==> src/logic/cpu_pkg.sv <==
package cpu_pkg;

    // datapath widths
    localparam int XLEN = 32;
    localparam int REG_ADDR_W = 5;
    localparam int REG_COUNT = 32;
    localparam int PC_STEP = 4;

    // opcodes, standard mips encoding
    localparam logic [5:0] OP_RTYPE = 6'h00;
    localparam logic [5:0] OP_ADDI = 6'h08;
    localparam logic [5:0] OP_LW = 6'h23;
    localparam logic [5:0] OP_SW = 6'h2b;
    localparam logic [5:0] OP_BEQ = 6'h04;

    // funct field of r-type
    localparam logic [5:0] FN_ADD = 6'h20;
    localparam logic [5:0] FN_SUB = 6'h22;
    localparam logic [5:0] FN_AND = 6'h24;
    localparam logic [5:0] FN_OR = 6'h25;
    localparam logic [5:0] FN_SLT = 6'h2a;

    typedef struct packed {
        logic [5:0] op;
        logic [REG_ADDR_W-1:0] rs;
        logic [REG_ADDR_W-1:0] rt;
        logic [REG_ADDR_W-1:0] rd;
        logic [4:0] shamt;
        logic [5:0] funct;
    } r_fields_t;

    typedef struct packed {
        logic [5:0] op;
        logic [REG_ADDR_W-1:0] rs;
        logic [REG_ADDR_W-1:0] rt;
        logic [15:0] imm;
    } i_fields_t;

    // one instruction word, viewed as r or i format
    typedef union packed {
        r_fields_t r;
        i_fields_t i;
    } instr_t;

    // sub and add keep their old encodings
    typedef enum logic [3:0] {
        ALU_AND = 4'd0,
        ALU_SUB = 4'd1,
        ALU_ADD = 4'd2,
        ALU_OR = 4'd3,
        ALU_SLT = 4'd4
    } alu_op_t;

    typedef enum logic [1:0] {
        SRC_B_REG = 2'd0,
        SRC_B_STEP = 2'd1,
        SRC_B_IMM = 2'd2,
        SRC_B_IMM_SH = 2'd3
    } src_b_t;

    typedef enum logic [3:0] {
        FETCH, LATCH_IR, DECODE, EXECUTE, WRITE_BACK, EFF_ADDR,
        MEM_READ, LOAD_WB, STORE, BRANCH_ADDR, BRANCH_CMP
    } state_t;

    typedef struct packed {
        logic pc_write;
        logic branch;
        logic pc_src;
        logic ir_write;
        logic rdx_en;
        logic alu_src_a;
        src_b_t alu_src_b;
        alu_op_t alu_op;
        logic alu_out_en;
        logic reg_write;
        logic reg_dst;
        logic mem_to_reg;
        logic i_or_d;
        logic mem_write;
    } ctrl_t;

    typedef struct packed {
        logic [XLEN-1:0] addr;
        logic [XLEN-1:0] wdata;
        logic write;
    } mem_req_t;

endpackage

==> src/logic/main_control.sv <==
`timescale 1ns/1ns

module main_control (
    input logic clk,
    input logic reset,
    input cpu_pkg::instr_t instr,
    output cpu_pkg::ctrl_t ctrl
);
    import cpu_pkg::*;

    state_t state;
    state_t state_next;
    logic is_rtype;
    logic is_addi;
    logic is_lw;
    logic is_sw;
    logic is_beq;
    alu_op_t dec_op;

    // instruction class from the opcode
    assign is_rtype = (instr.r.op == OP_RTYPE);
    assign is_addi = (instr.r.op == OP_ADDI);
    assign is_lw = (instr.r.op == OP_LW);
    assign is_sw = (instr.r.op == OP_SW);
    assign is_beq = (instr.r.op == OP_BEQ);

    // funct decode, only used for r-type
    always_comb
    begin
        case (instr.r.funct)
            FN_ADD: dec_op = ALU_ADD;
            FN_SUB: dec_op = ALU_SUB;
            FN_AND: dec_op = ALU_AND;
            FN_OR: dec_op = ALU_OR;
            FN_SLT: dec_op = ALU_SLT;
            default: dec_op = ALU_ADD;
        endcase
    end

    always_ff @(posedge clk or negedge reset)
    begin
        if (!reset)
            state <= FETCH;
        else
            state <= state_next;
    end

    // one state per clock
    always_comb
    begin
        state_next = FETCH;
        case (state)
            FETCH: state_next = LATCH_IR;
            LATCH_IR: state_next = DECODE;
            DECODE:
            begin
                if (is_rtype || is_addi)
                    state_next = EXECUTE;
                else if (is_lw || is_sw)
                    state_next = EFF_ADDR;
                else if (is_beq)
                    state_next = BRANCH_ADDR;
                // unknown opcode falls back to fetch
            end
            EXECUTE: state_next = WRITE_BACK;
            EFF_ADDR: state_next = is_lw ? MEM_READ : STORE;
            MEM_READ: state_next = LOAD_WB;
            BRANCH_ADDR: state_next = BRANCH_CMP;
            default: state_next = FETCH;
        endcase
    end

    // strobe table, all low unless listed
    always_comb
    begin
        ctrl = '0;
        case (state)
            FETCH:
            begin
                // pc + 4 straight from the alu
                ctrl.pc_write = 1'b1;
                ctrl.alu_src_b = SRC_B_STEP;
                ctrl.alu_op = ALU_ADD;
            end
            LATCH_IR: ctrl.ir_write = 1'b1;
            DECODE: ctrl.rdx_en = 1'b1;
            EXECUTE:
            begin
                ctrl.alu_src_a = 1'b1;
                ctrl.alu_src_b = is_rtype ? SRC_B_REG : SRC_B_IMM;
                ctrl.alu_op = is_rtype ? dec_op : ALU_ADD;
                ctrl.alu_out_en = 1'b1;
            end
            WRITE_BACK:
            begin
                // rd for r-type, rt for addi
                ctrl.reg_write = 1'b1;
                ctrl.reg_dst = is_rtype;
            end
            EFF_ADDR:
            begin
                ctrl.alu_src_a = 1'b1;
                ctrl.alu_src_b = SRC_B_IMM;
                ctrl.alu_op = ALU_ADD;
                ctrl.alu_out_en = 1'b1;
            end
            MEM_READ: ctrl.i_or_d = 1'b1;
            LOAD_WB:
            begin
                ctrl.reg_write = 1'b1;
                ctrl.mem_to_reg = 1'b1;
            end
            STORE:
            begin
                ctrl.i_or_d = 1'b1;
                ctrl.mem_write = 1'b1;
            end
            BRANCH_ADDR:
            begin
                // pc already holds pc + 4 here
                ctrl.alu_src_b = SRC_B_IMM_SH;
                ctrl.alu_op = ALU_ADD;
                ctrl.alu_out_en = 1'b1;
            end
            BRANCH_CMP:
            begin
                ctrl.alu_src_a = 1'b1;
                ctrl.alu_src_b = SRC_B_REG;
                ctrl.alu_op = ALU_SUB;
                ctrl.branch = 1'b1;
                ctrl.pc_src = 1'b1;
            end
            default: ctrl = '0;
        endcase
        // every strobe low while reset is held
        if (!reset)
            ctrl = '0;
    end

endmodule

==> src/logic/pc_unit.sv <==
`timescale 1ns/1ns

module pc_unit (
    input logic clk,
    input logic reset,
    input cpu_pkg::ctrl_t ctrl,
    input logic [cpu_pkg::XLEN-1:0] alu_result,
    input logic [cpu_pkg::XLEN-1:0] alu_out,
    input logic zero,
    output logic [cpu_pkg::XLEN-1:0] pc
);
    import cpu_pkg::*;

    logic pc_en;
    logic [XLEN-1:0] pc_next;

    // unconditional write or taken branch
    assign pc_en = ctrl.pc_write | (ctrl.branch & zero);
    // alu_out holds the branch target
    assign pc_next = ctrl.pc_src ? alu_out : alu_result;

    always_ff @(posedge clk or negedge reset)
    begin
        if (!reset)
            pc <= '0;
        else if (pc_en)
            pc <= pc_next;
    end

endmodule

==> src/logic/mem_port.sv <==
`timescale 1ns/1ns

module mem_port (
    input logic clk,
    input logic reset,
    input cpu_pkg::ctrl_t ctrl,
    input logic [cpu_pkg::XLEN-1:0] pc,
    input logic [cpu_pkg::XLEN-1:0] alu_out,
    input logic [cpu_pkg::XLEN-1:0] b_reg,
    input logic [cpu_pkg::XLEN-1:0] mem_rdata,
    output cpu_pkg::mem_req_t mem_req,
    output cpu_pkg::instr_t instr
);
    import cpu_pkg::*;

    // pc for fetch, alu_out for data access
    assign mem_req.addr = ctrl.i_or_d ? alu_out : pc;
    // store data is always register b
    assign mem_req.wdata = b_reg;
    assign mem_req.write = ctrl.mem_write;

    // read data arrives the cycle after fetch
    always_ff @(posedge clk or negedge reset)
    begin
        if (!reset)
            instr <= '0;
        else if (ctrl.ir_write)
            instr <= instr_t'(mem_rdata);
    end

endmodule

==> src/logic/reg_file.sv <==
`timescale 1ns/1ns

module reg_file (
    input logic clk,
    input logic reset,
    input cpu_pkg::ctrl_t ctrl,
    input cpu_pkg::instr_t instr,
    input logic [cpu_pkg::XLEN-1:0] alu_out,
    input logic [cpu_pkg::XLEN-1:0] mem_rdata,
    output logic [cpu_pkg::XLEN-1:0] a_reg,
    output logic [cpu_pkg::XLEN-1:0] b_reg
);
    import cpu_pkg::*;

    logic [XLEN-1:0] regs [REG_COUNT];
    logic [REG_ADDR_W-1:0] wr_addr;
    logic [XLEN-1:0] wr_data;
    logic [XLEN-1:0] rd_a;
    logic [XLEN-1:0] rd_b;

    // rd for r-type results, rt for addi and lw
    assign wr_addr = ctrl.reg_dst ? instr.r.rd : instr.r.rt;
    assign wr_data = ctrl.mem_to_reg ? mem_rdata : alu_out;

    // register 0 reads as zero whatever was written
    assign rd_a = (instr.r.rs == '0) ? '0 : regs[instr.r.rs];
    assign rd_b = (instr.r.rt == '0) ? '0 : regs[instr.r.rt];

    always_ff @(posedge clk)
    begin
        if (ctrl.reg_write)
            regs[wr_addr] <= wr_data;
    end

    // operand latches for the execute steps
    always_ff @(posedge clk or negedge reset)
    begin
        if (!reset)
        begin
            a_reg <= '0;
            b_reg <= '0;
        end
        else if (ctrl.rdx_en)
        begin
            a_reg <= rd_a;
            b_reg <= rd_b;
        end
    end

endmodule

==> src/logic/alu_unit.sv <==
`timescale 1ns/1ns

module alu_unit (
    input logic clk,
    input logic reset,
    input cpu_pkg::ctrl_t ctrl,
    input cpu_pkg::instr_t instr,
    input logic [cpu_pkg::XLEN-1:0] pc,
    input logic [cpu_pkg::XLEN-1:0] a_reg,
    input logic [cpu_pkg::XLEN-1:0] b_reg,
    output logic [cpu_pkg::XLEN-1:0] alu_result,
    output logic [cpu_pkg::XLEN-1:0] alu_out,
    output logic zero
);
    import cpu_pkg::*;

    logic [XLEN-1:0] imm_ext;
    logic [XLEN-1:0] src_a;
    logic [XLEN-1:0] src_b;

    // sign extended 16-bit immediate
    assign imm_ext = {{(XLEN-16){instr.i.imm[15]}}, instr.i.imm};
    assign src_a = ctrl.alu_src_a ? a_reg : pc;

    always_comb
    begin
        case (ctrl.alu_src_b)
            SRC_B_REG: src_b = b_reg;
            SRC_B_STEP: src_b = XLEN'(PC_STEP);
            SRC_B_IMM: src_b = imm_ext;
            // word offset for branches
            SRC_B_IMM_SH: src_b = {imm_ext[XLEN-3:0], 2'b00};
            default: src_b = b_reg;
        endcase
    end

    always_comb
    begin
        case (ctrl.alu_op)
            ALU_ADD: alu_result = src_a + src_b;
            ALU_SUB: alu_result = src_a - src_b;
            ALU_AND: alu_result = src_a & src_b;
            ALU_OR: alu_result = src_a | src_b;
            // signed compare
            ALU_SLT: alu_result = {{(XLEN-1){1'b0}}, $signed(src_a) < $signed(src_b)};
            default: alu_result = '0;
        endcase
    end

    // beq compares through the subtract
    assign zero = (alu_result == '0);

    always_ff @(posedge clk or negedge reset)
    begin
        if (!reset)
            alu_out <= '0;
        else if (ctrl.alu_out_en)
            alu_out <= alu_result;
    end

endmodule

==> src/logic/cpu_top.sv <==
`timescale 1ns/1ns

module cpu_top (
    input logic clk,
    input logic reset,
    output cpu_pkg::mem_req_t mem_req,
    input logic [cpu_pkg::XLEN-1:0] mem_rdata
);
    import cpu_pkg::*;

    // control strobes to every datapath block
    ctrl_t ctrl;
    // instruction register contents
    instr_t instr;

    logic [XLEN-1:0] pc;
    logic [XLEN-1:0] alu_result;
    logic [XLEN-1:0] alu_out;
    logic [XLEN-1:0] a_reg;
    logic [XLEN-1:0] b_reg;
    logic zero;

    main_control i_main_control (
        .clk(clk), .reset(reset), .instr(instr), .ctrl(ctrl)
    );

    pc_unit i_pc_unit (
        .clk(clk), .reset(reset), .ctrl(ctrl), .alu_result(alu_result),
        .alu_out(alu_out), .zero(zero), .pc(pc)
    );

    // address mux, memory request and ir
    mem_port i_mem_port (
        .clk(clk), .reset(reset), .ctrl(ctrl), .pc(pc), .alu_out(alu_out),
        .b_reg(b_reg), .mem_rdata(mem_rdata), .mem_req(mem_req), .instr(instr)
    );

    reg_file i_reg_file (
        .clk(clk), .reset(reset), .ctrl(ctrl), .instr(instr), .alu_out(alu_out),
        .mem_rdata(mem_rdata), .a_reg(a_reg), .b_reg(b_reg)
    );

    alu_unit i_alu_unit (
        .clk(clk), .reset(reset), .ctrl(ctrl), .instr(instr), .pc(pc),
        .a_reg(a_reg), .b_reg(b_reg), .alu_result(alu_result),
        .alu_out(alu_out), .zero(zero)
    );

endmodule

==> config.mk <==
export PLATFORM = sky130hd
export DESIGN_NAME = cpu_top
export DESIGN_NICKNAME = d
export VERILOG_FILES = /design/src/logic/cpu_pkg.sv /design/src/logic/main_control.sv /design/src/logic/pc_unit.sv /design/src/logic/mem_port.sv /design/src/logic/reg_file.sv /design/src/logic/alu_unit.sv /design/src/logic/cpu_top.sv
export SDC_FILE = /design/constraint.sdc
export NUM_CORES = 2
export LEC_CHECK = 0
export BUFFER_PORTS_ARGS = -buffer_cell sky130_fd_sc_hd__buf_2
export CAP_MARGIN = 20
export CELL_PAD_IN_SITES_DETAIL_PLACEMENT = 1
export CELL_PAD_IN_SITES_GLOBAL_PLACEMENT = 1
export CORE_MARGIN = 3
export CORE_UTILIZATION = 49
export CTS_CLUSTER_SIZE = 40
export DETAILED_ROUTE_END_ITERATION = 8
export PLACE_DENSITY = 0.8
export SYNTH_ARGS = -nofsm -noshare
export SYNTH_HDL_FRONTEND = slang
export SYNTH_HIERARCHICAL = 1
export SYNTH_SLANG_ARGS = --single-unit
==> constraint.sdc <==
create_clock -name clk -period 5.7 [get_ports clk]
set_clock_uncertainty 0.1 [all_clocks]
set_input_delay 0 -clock clk [delete_from_list [all_inputs] [get_ports clk]]
set_output_delay 0 -clock clk [all_outputs]
set_load 0.005 [all_outputs]
# Word-level counts from Yosys, hierarchy flattened
# Memories as Yosys holds them, arrays and structs flattened.
# Index checks and enable logic that the tools add are counted.
[word_totals]
wordCells = 84
mem_bits_rw = 1024
memories = 1
ff_bits = 164
[classes]
reduce_logical = 13
n_lt_le_gt_ge = 1
n_bitwise = 4
add_sub_neg = 2
muxes = 32
eq_ne = 25
[memory_table]
columns = ["name", "words", "width", "rd", "rd_ports_with_merged_regs", "write_ports", "line", "source"]
rows = [
  ["i_reg_file.regs", 32, 32, 2, 0, 1, "reg_file.sv:15", "logic [XLEN-1:0] regs [REG_COUNT];"],
]
[op_table]
columns = ["op", "count"]
rows = [
  ["$mux 32", 6],
  ["$pmux 32 s5", 1],
  ["$pmux 32 s4", 1],
  ["$eq 6x6->1 const B", 6],
  ["$add 32x32->32", 1],
  ["$and 32x32->32", 1],
  ["$logic_not 32->1", 1],
  ["$lt 32x32->1", 1],
  ["$or 32x32->32", 1],
  ["$sub 32x32->32", 1],
  ["$pmux 6 s5", 1],
  ["$pmux 4 s7", 1],
  ["$eq 4x3->1 const B", 5],
  ["$mux 18", 1],
  ["$eq 4x2->1 const B", 4],
  ["$mux 4", 4],
  ["$eq 4x4->1 const B", 3],
  ["$mux 1", 12],
  ["$pmux 3 s4", 1],
  ["$logic_not 5->1", 2],
  ["$eq 4x1->1 const B", 2],
  ["$logic_not 4->1", 2],
  ["$eq 6x3->1 const B", 1],
  ["$eq 6x4->1 const B", 1],
  ["12 further kinds", 17],
]

# Logic depth before layout (Yosys ltp)
[depth]
word_depth = 12
ltp_mapped = 25
ltp_nobuf = 22

# Cells and area by module
# Netlist, hierarchy kept.
[by_module_without_submodules]
columns = ["mod", "area_per_inst_um2", "n_inst", "cells_each"]
rows = [
  ["reg_file", 50020.5, 1, 2786],
  ["alu_unit", 7629.8, 1, 1029],
  ["mem_port", 2137.0, 1, 137],
  ["pc_unit", 1702.9, 1, 104],
  ["main_control", 640.6, 1, 91],
]

# Worst setup path before layout
# OpenSTA, ideal clock, no wires.
[synth_path]
kind = "register to register"
start = "register i_main_control.state[3]"
end = "register i_pc_unit/pc[0] (netlist name)"
stages_incl_launch_ff = 24
slack_ns = 0.282
arrival_time_ns = 5.194
t_required_ns = 5.475
setup_time_ns = 0.125
period_less_slack_ns = 5.418
path_cell_list = "dfrtp_1 -> buf_6 -> nor2b_2 -> and2b_1 -> o21a_1 -> clkbuf_1 -> clkbuf_1 -> mux2_2 -> ha_1 -> buf_2 -> nand2b_1 -> a211oi_1 -> o31ai_1 -> a2111oi_2 -> o211ai_1 -> a311oi_1 -> nor2_1 -> mux2i_1 -> a2111o_1 -> nand4bb_1 -> nor3_2 -> a21oi_2 -> buf_2 -> mux2_2"
[synth_rtl]
columns = ["element", "line", "source"]
rows = [
  ["from (decl)", "main_control.sv:11", "state_t state;"],
  ["from (signal assigned)", "main_control.sv:45", "state <= state_next;"],
  ["to (signal assigned)", "pc_unit.sv:27", "pc <= pc_next;"],
  ["to (decl)", "pc_unit.sv:10", "output logic [cpu_pkg::XLEN-1:0] pc"],
]

==> metrics.md <==
| Metric | Value |
|---|---|
| Status | complete, but fails checks |
| Violated checks | negative setup slack |
| Final Max Tran Viols | 0 |
| Synth Area in XOR/XNOR | 0.00127 |
| Async SR Flop Fraction | 0.138 |
| Cell Area, Synth | 0.0621 mm2 |
| Port buffer count | 98 |
| Critical path arrival | 6220 ps |
| WL/cell | 36.9 um |
| Layout cell share with drive strength beyond 1 | 0.331 |
| Via count | 44333 |
| CTS H-Tree Depth | 3 |
| Power consumption | 42.1 mW |
| # DRC | 0 |
| GRT overflow | 0 |
| Largest register FFs | 1024 |
| Worst Max-Slew Pin Slew | 1240 ps |
| Slew margin rel. | 0.174 |
| Min cycle time layout | 5700 ps |
| Post-synthesis sequential area ratio | 0.561 |
| Max Freq | 175 MHz |
| Cell Rows | 130 |
| DRT antenna net count | 0 |
| Unique masters post-synth | 107 |
| Period utilization | 1.00 |
| WS Path Type | register to register |
| Area grow syn2layout | 14.9% |
| Worst Hold Class | input pin to register |
| # setup viols final | 1 |
| EDFF count, synth | 1024 |
| Vias/cell | 7.16 |
| Post-Synth Simple-Gate Area | 0.0486 |
| Synth Instances | 4147 |
| Pin count of the biggest net entering global routing | 130 |
| Total GRT Usage | 0.341 |
| CP Launch Type | register |
| Hold WS | 35.2 ps |
| Post-DP HPWL | 146000 um |
| Setup WS post-layout | -0.0746 ps |
| Fillcell total | 11661 |
| Largest Register | i_reg_file/regs |
| First-pass GRT wire length | 326000 um |
| CTS clk-pin slew, worst paths | 70 ps |
| Nature of the critical path endpoint | register |
| Starting Density | 0.494 |
| Die area | 0.131 mm2 |
| Mux contribution to synthesized area | 0.231 |
| Die width | 362 um |
| Layout Utilization | 0.568 |
| Synthesized Nets | 4288 |
| CTS buffer count | 113 |
| Adder-cell share of the synthesized area | 0.0218 |
| Drt first pass iters | 8 |
| Complex-gate fraction of the synthesized area | 0.0980 |
| I/O Pins | 99 |
| CTS tree | built |
| Post-DP Area | 0.0660 mm2 |
| VDD IR-drop max | 0.335 mV |
| Seq cells post-synth | 1188 |
| Clk sinks | 1188 |
| Worst-path fanout max | 6 |
| WL final | 229000 um |
| Number of nets in the layout | 4576 |
| Vias in the first global route | 46651 |
| Fin area | 0.0714 mm2 |
| Root Buffer | clkbuf_16 |
| RSZ-0062 raised after global routing | yes |
| Critical Path RT | 6220 ps |
| Top_reg_cell synth | edfxtp_1 |
| Synth Area per Inst | 15.0 um2 |
| Placer Congestion | 0.928 |
| Pleak | 25.3 nW |
| Core area | 0.126 mm2 |
| Max clock buf depth | 3 |
| Initial antenna violation count | 18 |
| Max-Cap Viols | 0 |
| Worst-skew pair later-pin latency | 730 ps |
| Main combinational cell family by area after synthesis | multiplexers |
| Fin. Hold Viols | 0 |
| Power Density | 590 mW/mm2 |
| Ys Warns | 6 |
| Setup WS pre-CTS | -259 ps |
| Die Ht | 362 um |
| Initial DRC count | 6312 |
-- stage by stage --
step	setup TNS (ps)	std cells
floorplan	0	4147
global placement	-1960	5894
detailed placement	-6940	5895
CTS	0	6162
global route	-3960	6184
finish	-0.0746	6192
-- routing by layer --
metal	part of all wire	routed length, um	GRT usage
met1	0.34	77500	0.412
met4	0.069	15700	0.203
met2	0.48	109000	0.552
met5	0.00045	104	0
met3	0.12	26500	0.0895
-- kinds of logic (layout without fill, tap and decap cells) --
| family | count (synthesis) | after routing |
|---|---|---|
| other cells | 1 | 9 |
| compound gates | 846 | 846 |
| buf+inv | 468 | 855 |
| xor+xnor | 9 | 9 |
| simple gates | 623 | 623 |
| mux | 905 | 905 |
| fa+ha+maj | 107 | 107 |
| flops | 1188 | 1188 |
-- worst max-delay path, stage by stage, from the launching register on --
cell       delay [ps]
dfrtp_2           500
xnor2_4           170
nor3_2            230
o21a_4            230
buf_6             110
mux2i_1           170
buf_4             140
buf_4             110
inv_1              40
ha_2              190
fa_2              420
a21oi_2           150
nand4b_1          180
a21oi_2            80
buf_4             160
o21a_1            240
o21ai_4           200
o21ai_2            80
a211o_1           290
a221o_1           340
nor4_2            270
nand4_1           210
nor3_4            230
a21oi_4            90
buf_12            200
clkbuf_16         170
mux2_4            290
-- synth_stat cells (11+ instances only) --
cell type | instances | area, um2
edfxtp_1 | 1024 | 30700
mux4_2 | 373 | 8400
mux2i_1 | 277 | 2770
nor2_1 | 232 | 871
dfrtp_1 | 164 | 4100
mux2_2 | 164 | 1850
a21oi_1 | 158 | 791
clkbuf_1 | 151 | 567
nand2_1 | 145 | 544
inv_1 | 114 | 428
ha_1 | 105 | 1310
mux2_4 | 90 | 1350
buf_2 | 88 | 440
o22ai_1 | 83 | 519
a221oi_1 | 68 | 596
a22oi_1 | 68 | 510
o21ai_0 | 67 | 335
buf_4 | 64 | 480
a2111oi_0 | 51 | 447
o211ai_1 | 50 | 375
nor3_1 | 46 | 230
nor2b_1 | 39 | 244
a31oi_1 | 35 | 219
a21o_1 | 31 | 233
o22a_1 | 31 | 272
nand3_1 | 23 | 115
o2bb2ai_1 | 21 | 184
buf_6 | 19 | 214
nand2b_1 | 19 | 119
nor4_1 | 19 | 119
o21ai_1 | 19 | 95.1
a211oi_1 | 18 | 135
a221o_1 | 15 | 150
a22o_1 | 15 | 131
nand4_1 | 14 | 87.6
buf_1 | 13 | 48.8
o32ai_1 | 13 | 114
o221ai_1 | 12 | 105
nand3b_1 | 11 | 82.6
-- placed cells by master (no fill, tap or decap), types with 31 or more instances in the layout --
cell | synthesis | routed
nor3_1 | 46 | 40
inv_1 | 114 | 113
nor2_1 | 232 | 184
dlygate4sd3_1 | 0 | 47
a21oi_1 | 158 | 143
mux2i_1 | 277 | 276
dfrtp_1 | 164 | 152
o211ai_1 | 50 | 50
mux2_2 | 164 | 162
mux4_2 | 373 | 373
buf_2 | 88 | 97
o22a_1 | 31 | 31
nor2_4 | 0 | 39
a221oi_1 | 68 | 62
ha_1 | 105 | 86
clkbuf_16 | 0 | 117
o21ai_0 | 67 | 61
a22oi_1 | 68 | 66
buf_4 | 64 | 337
nor2b_1 | 39 | 36
o22ai_1 | 83 | 82
a31oi_1 | 35 | 31
nand2_1 | 145 | 144
edfxtp_1 | 1024 | 1024
a21o_1 | 31 | 31
a2111oi_0 | 51 | 50
mux2_4 | 90 | 92
-- final timing paths --
| kind | from | endpoint | slack, ps | depth (start not counted) |
|---|---|---|---|---|
| max in group asynchronous | reset | i_mem_port/instr[22] | 4210 | 4 |
| worst max register to register | i_main_control/state[3] | i_pc_unit/pc[18] | -0.07 | 26 |
| worst max-delay path | i_main_control/state[3] | i_pc_unit/pc[18] | -0.07 | 26 |
| worst min-delay path | mem_rdata[17] | i_mem_port/instr[17] | 40 | 3 |
| worst min register to register | i_pc_unit/pc[28] | i_pc_unit/pc[28] | 440 | 1 |
| min in group asynchronous | reset | i_pc_unit/pc[0] | 510 | 5 |
-- power breakdown --
part | leakage, nW | internal, mW | switching (mW)
logic | 12.0 | 9.21 | 12.8
clock network | 1.86 | 4.42 | 3.39
registers | 11.5 | 10.9 | 1.38
-- layout make-up --
type,instances,area [um2],share of cell area
Antenna cell,8,20.0,0.000280
Clock buffer,139,3040,0.0425
Sequential cell,1188,34900,0.488
Inverter,126,475,0.00666
Clock inverter,75,762,0.0107
Tap cell,1650,2060,0.0289
Timing Repair Buffer,515,4090,0.0572
Multi-Input combinational cell,2491,26100,0.365
-- repair_timing --
action                                  4_1_cts  5_1_grt
hold buffers                                 48        0
gates resized for setup                      34      128
gates cloned                                  0        3
endpoints found under the hold margin       208        0
pin swaps                                    11       56
setup buffers                                 5       18
endpoints found under the setup margin       32       32
No activity file was read; power rests on OpenSTA's default activity.
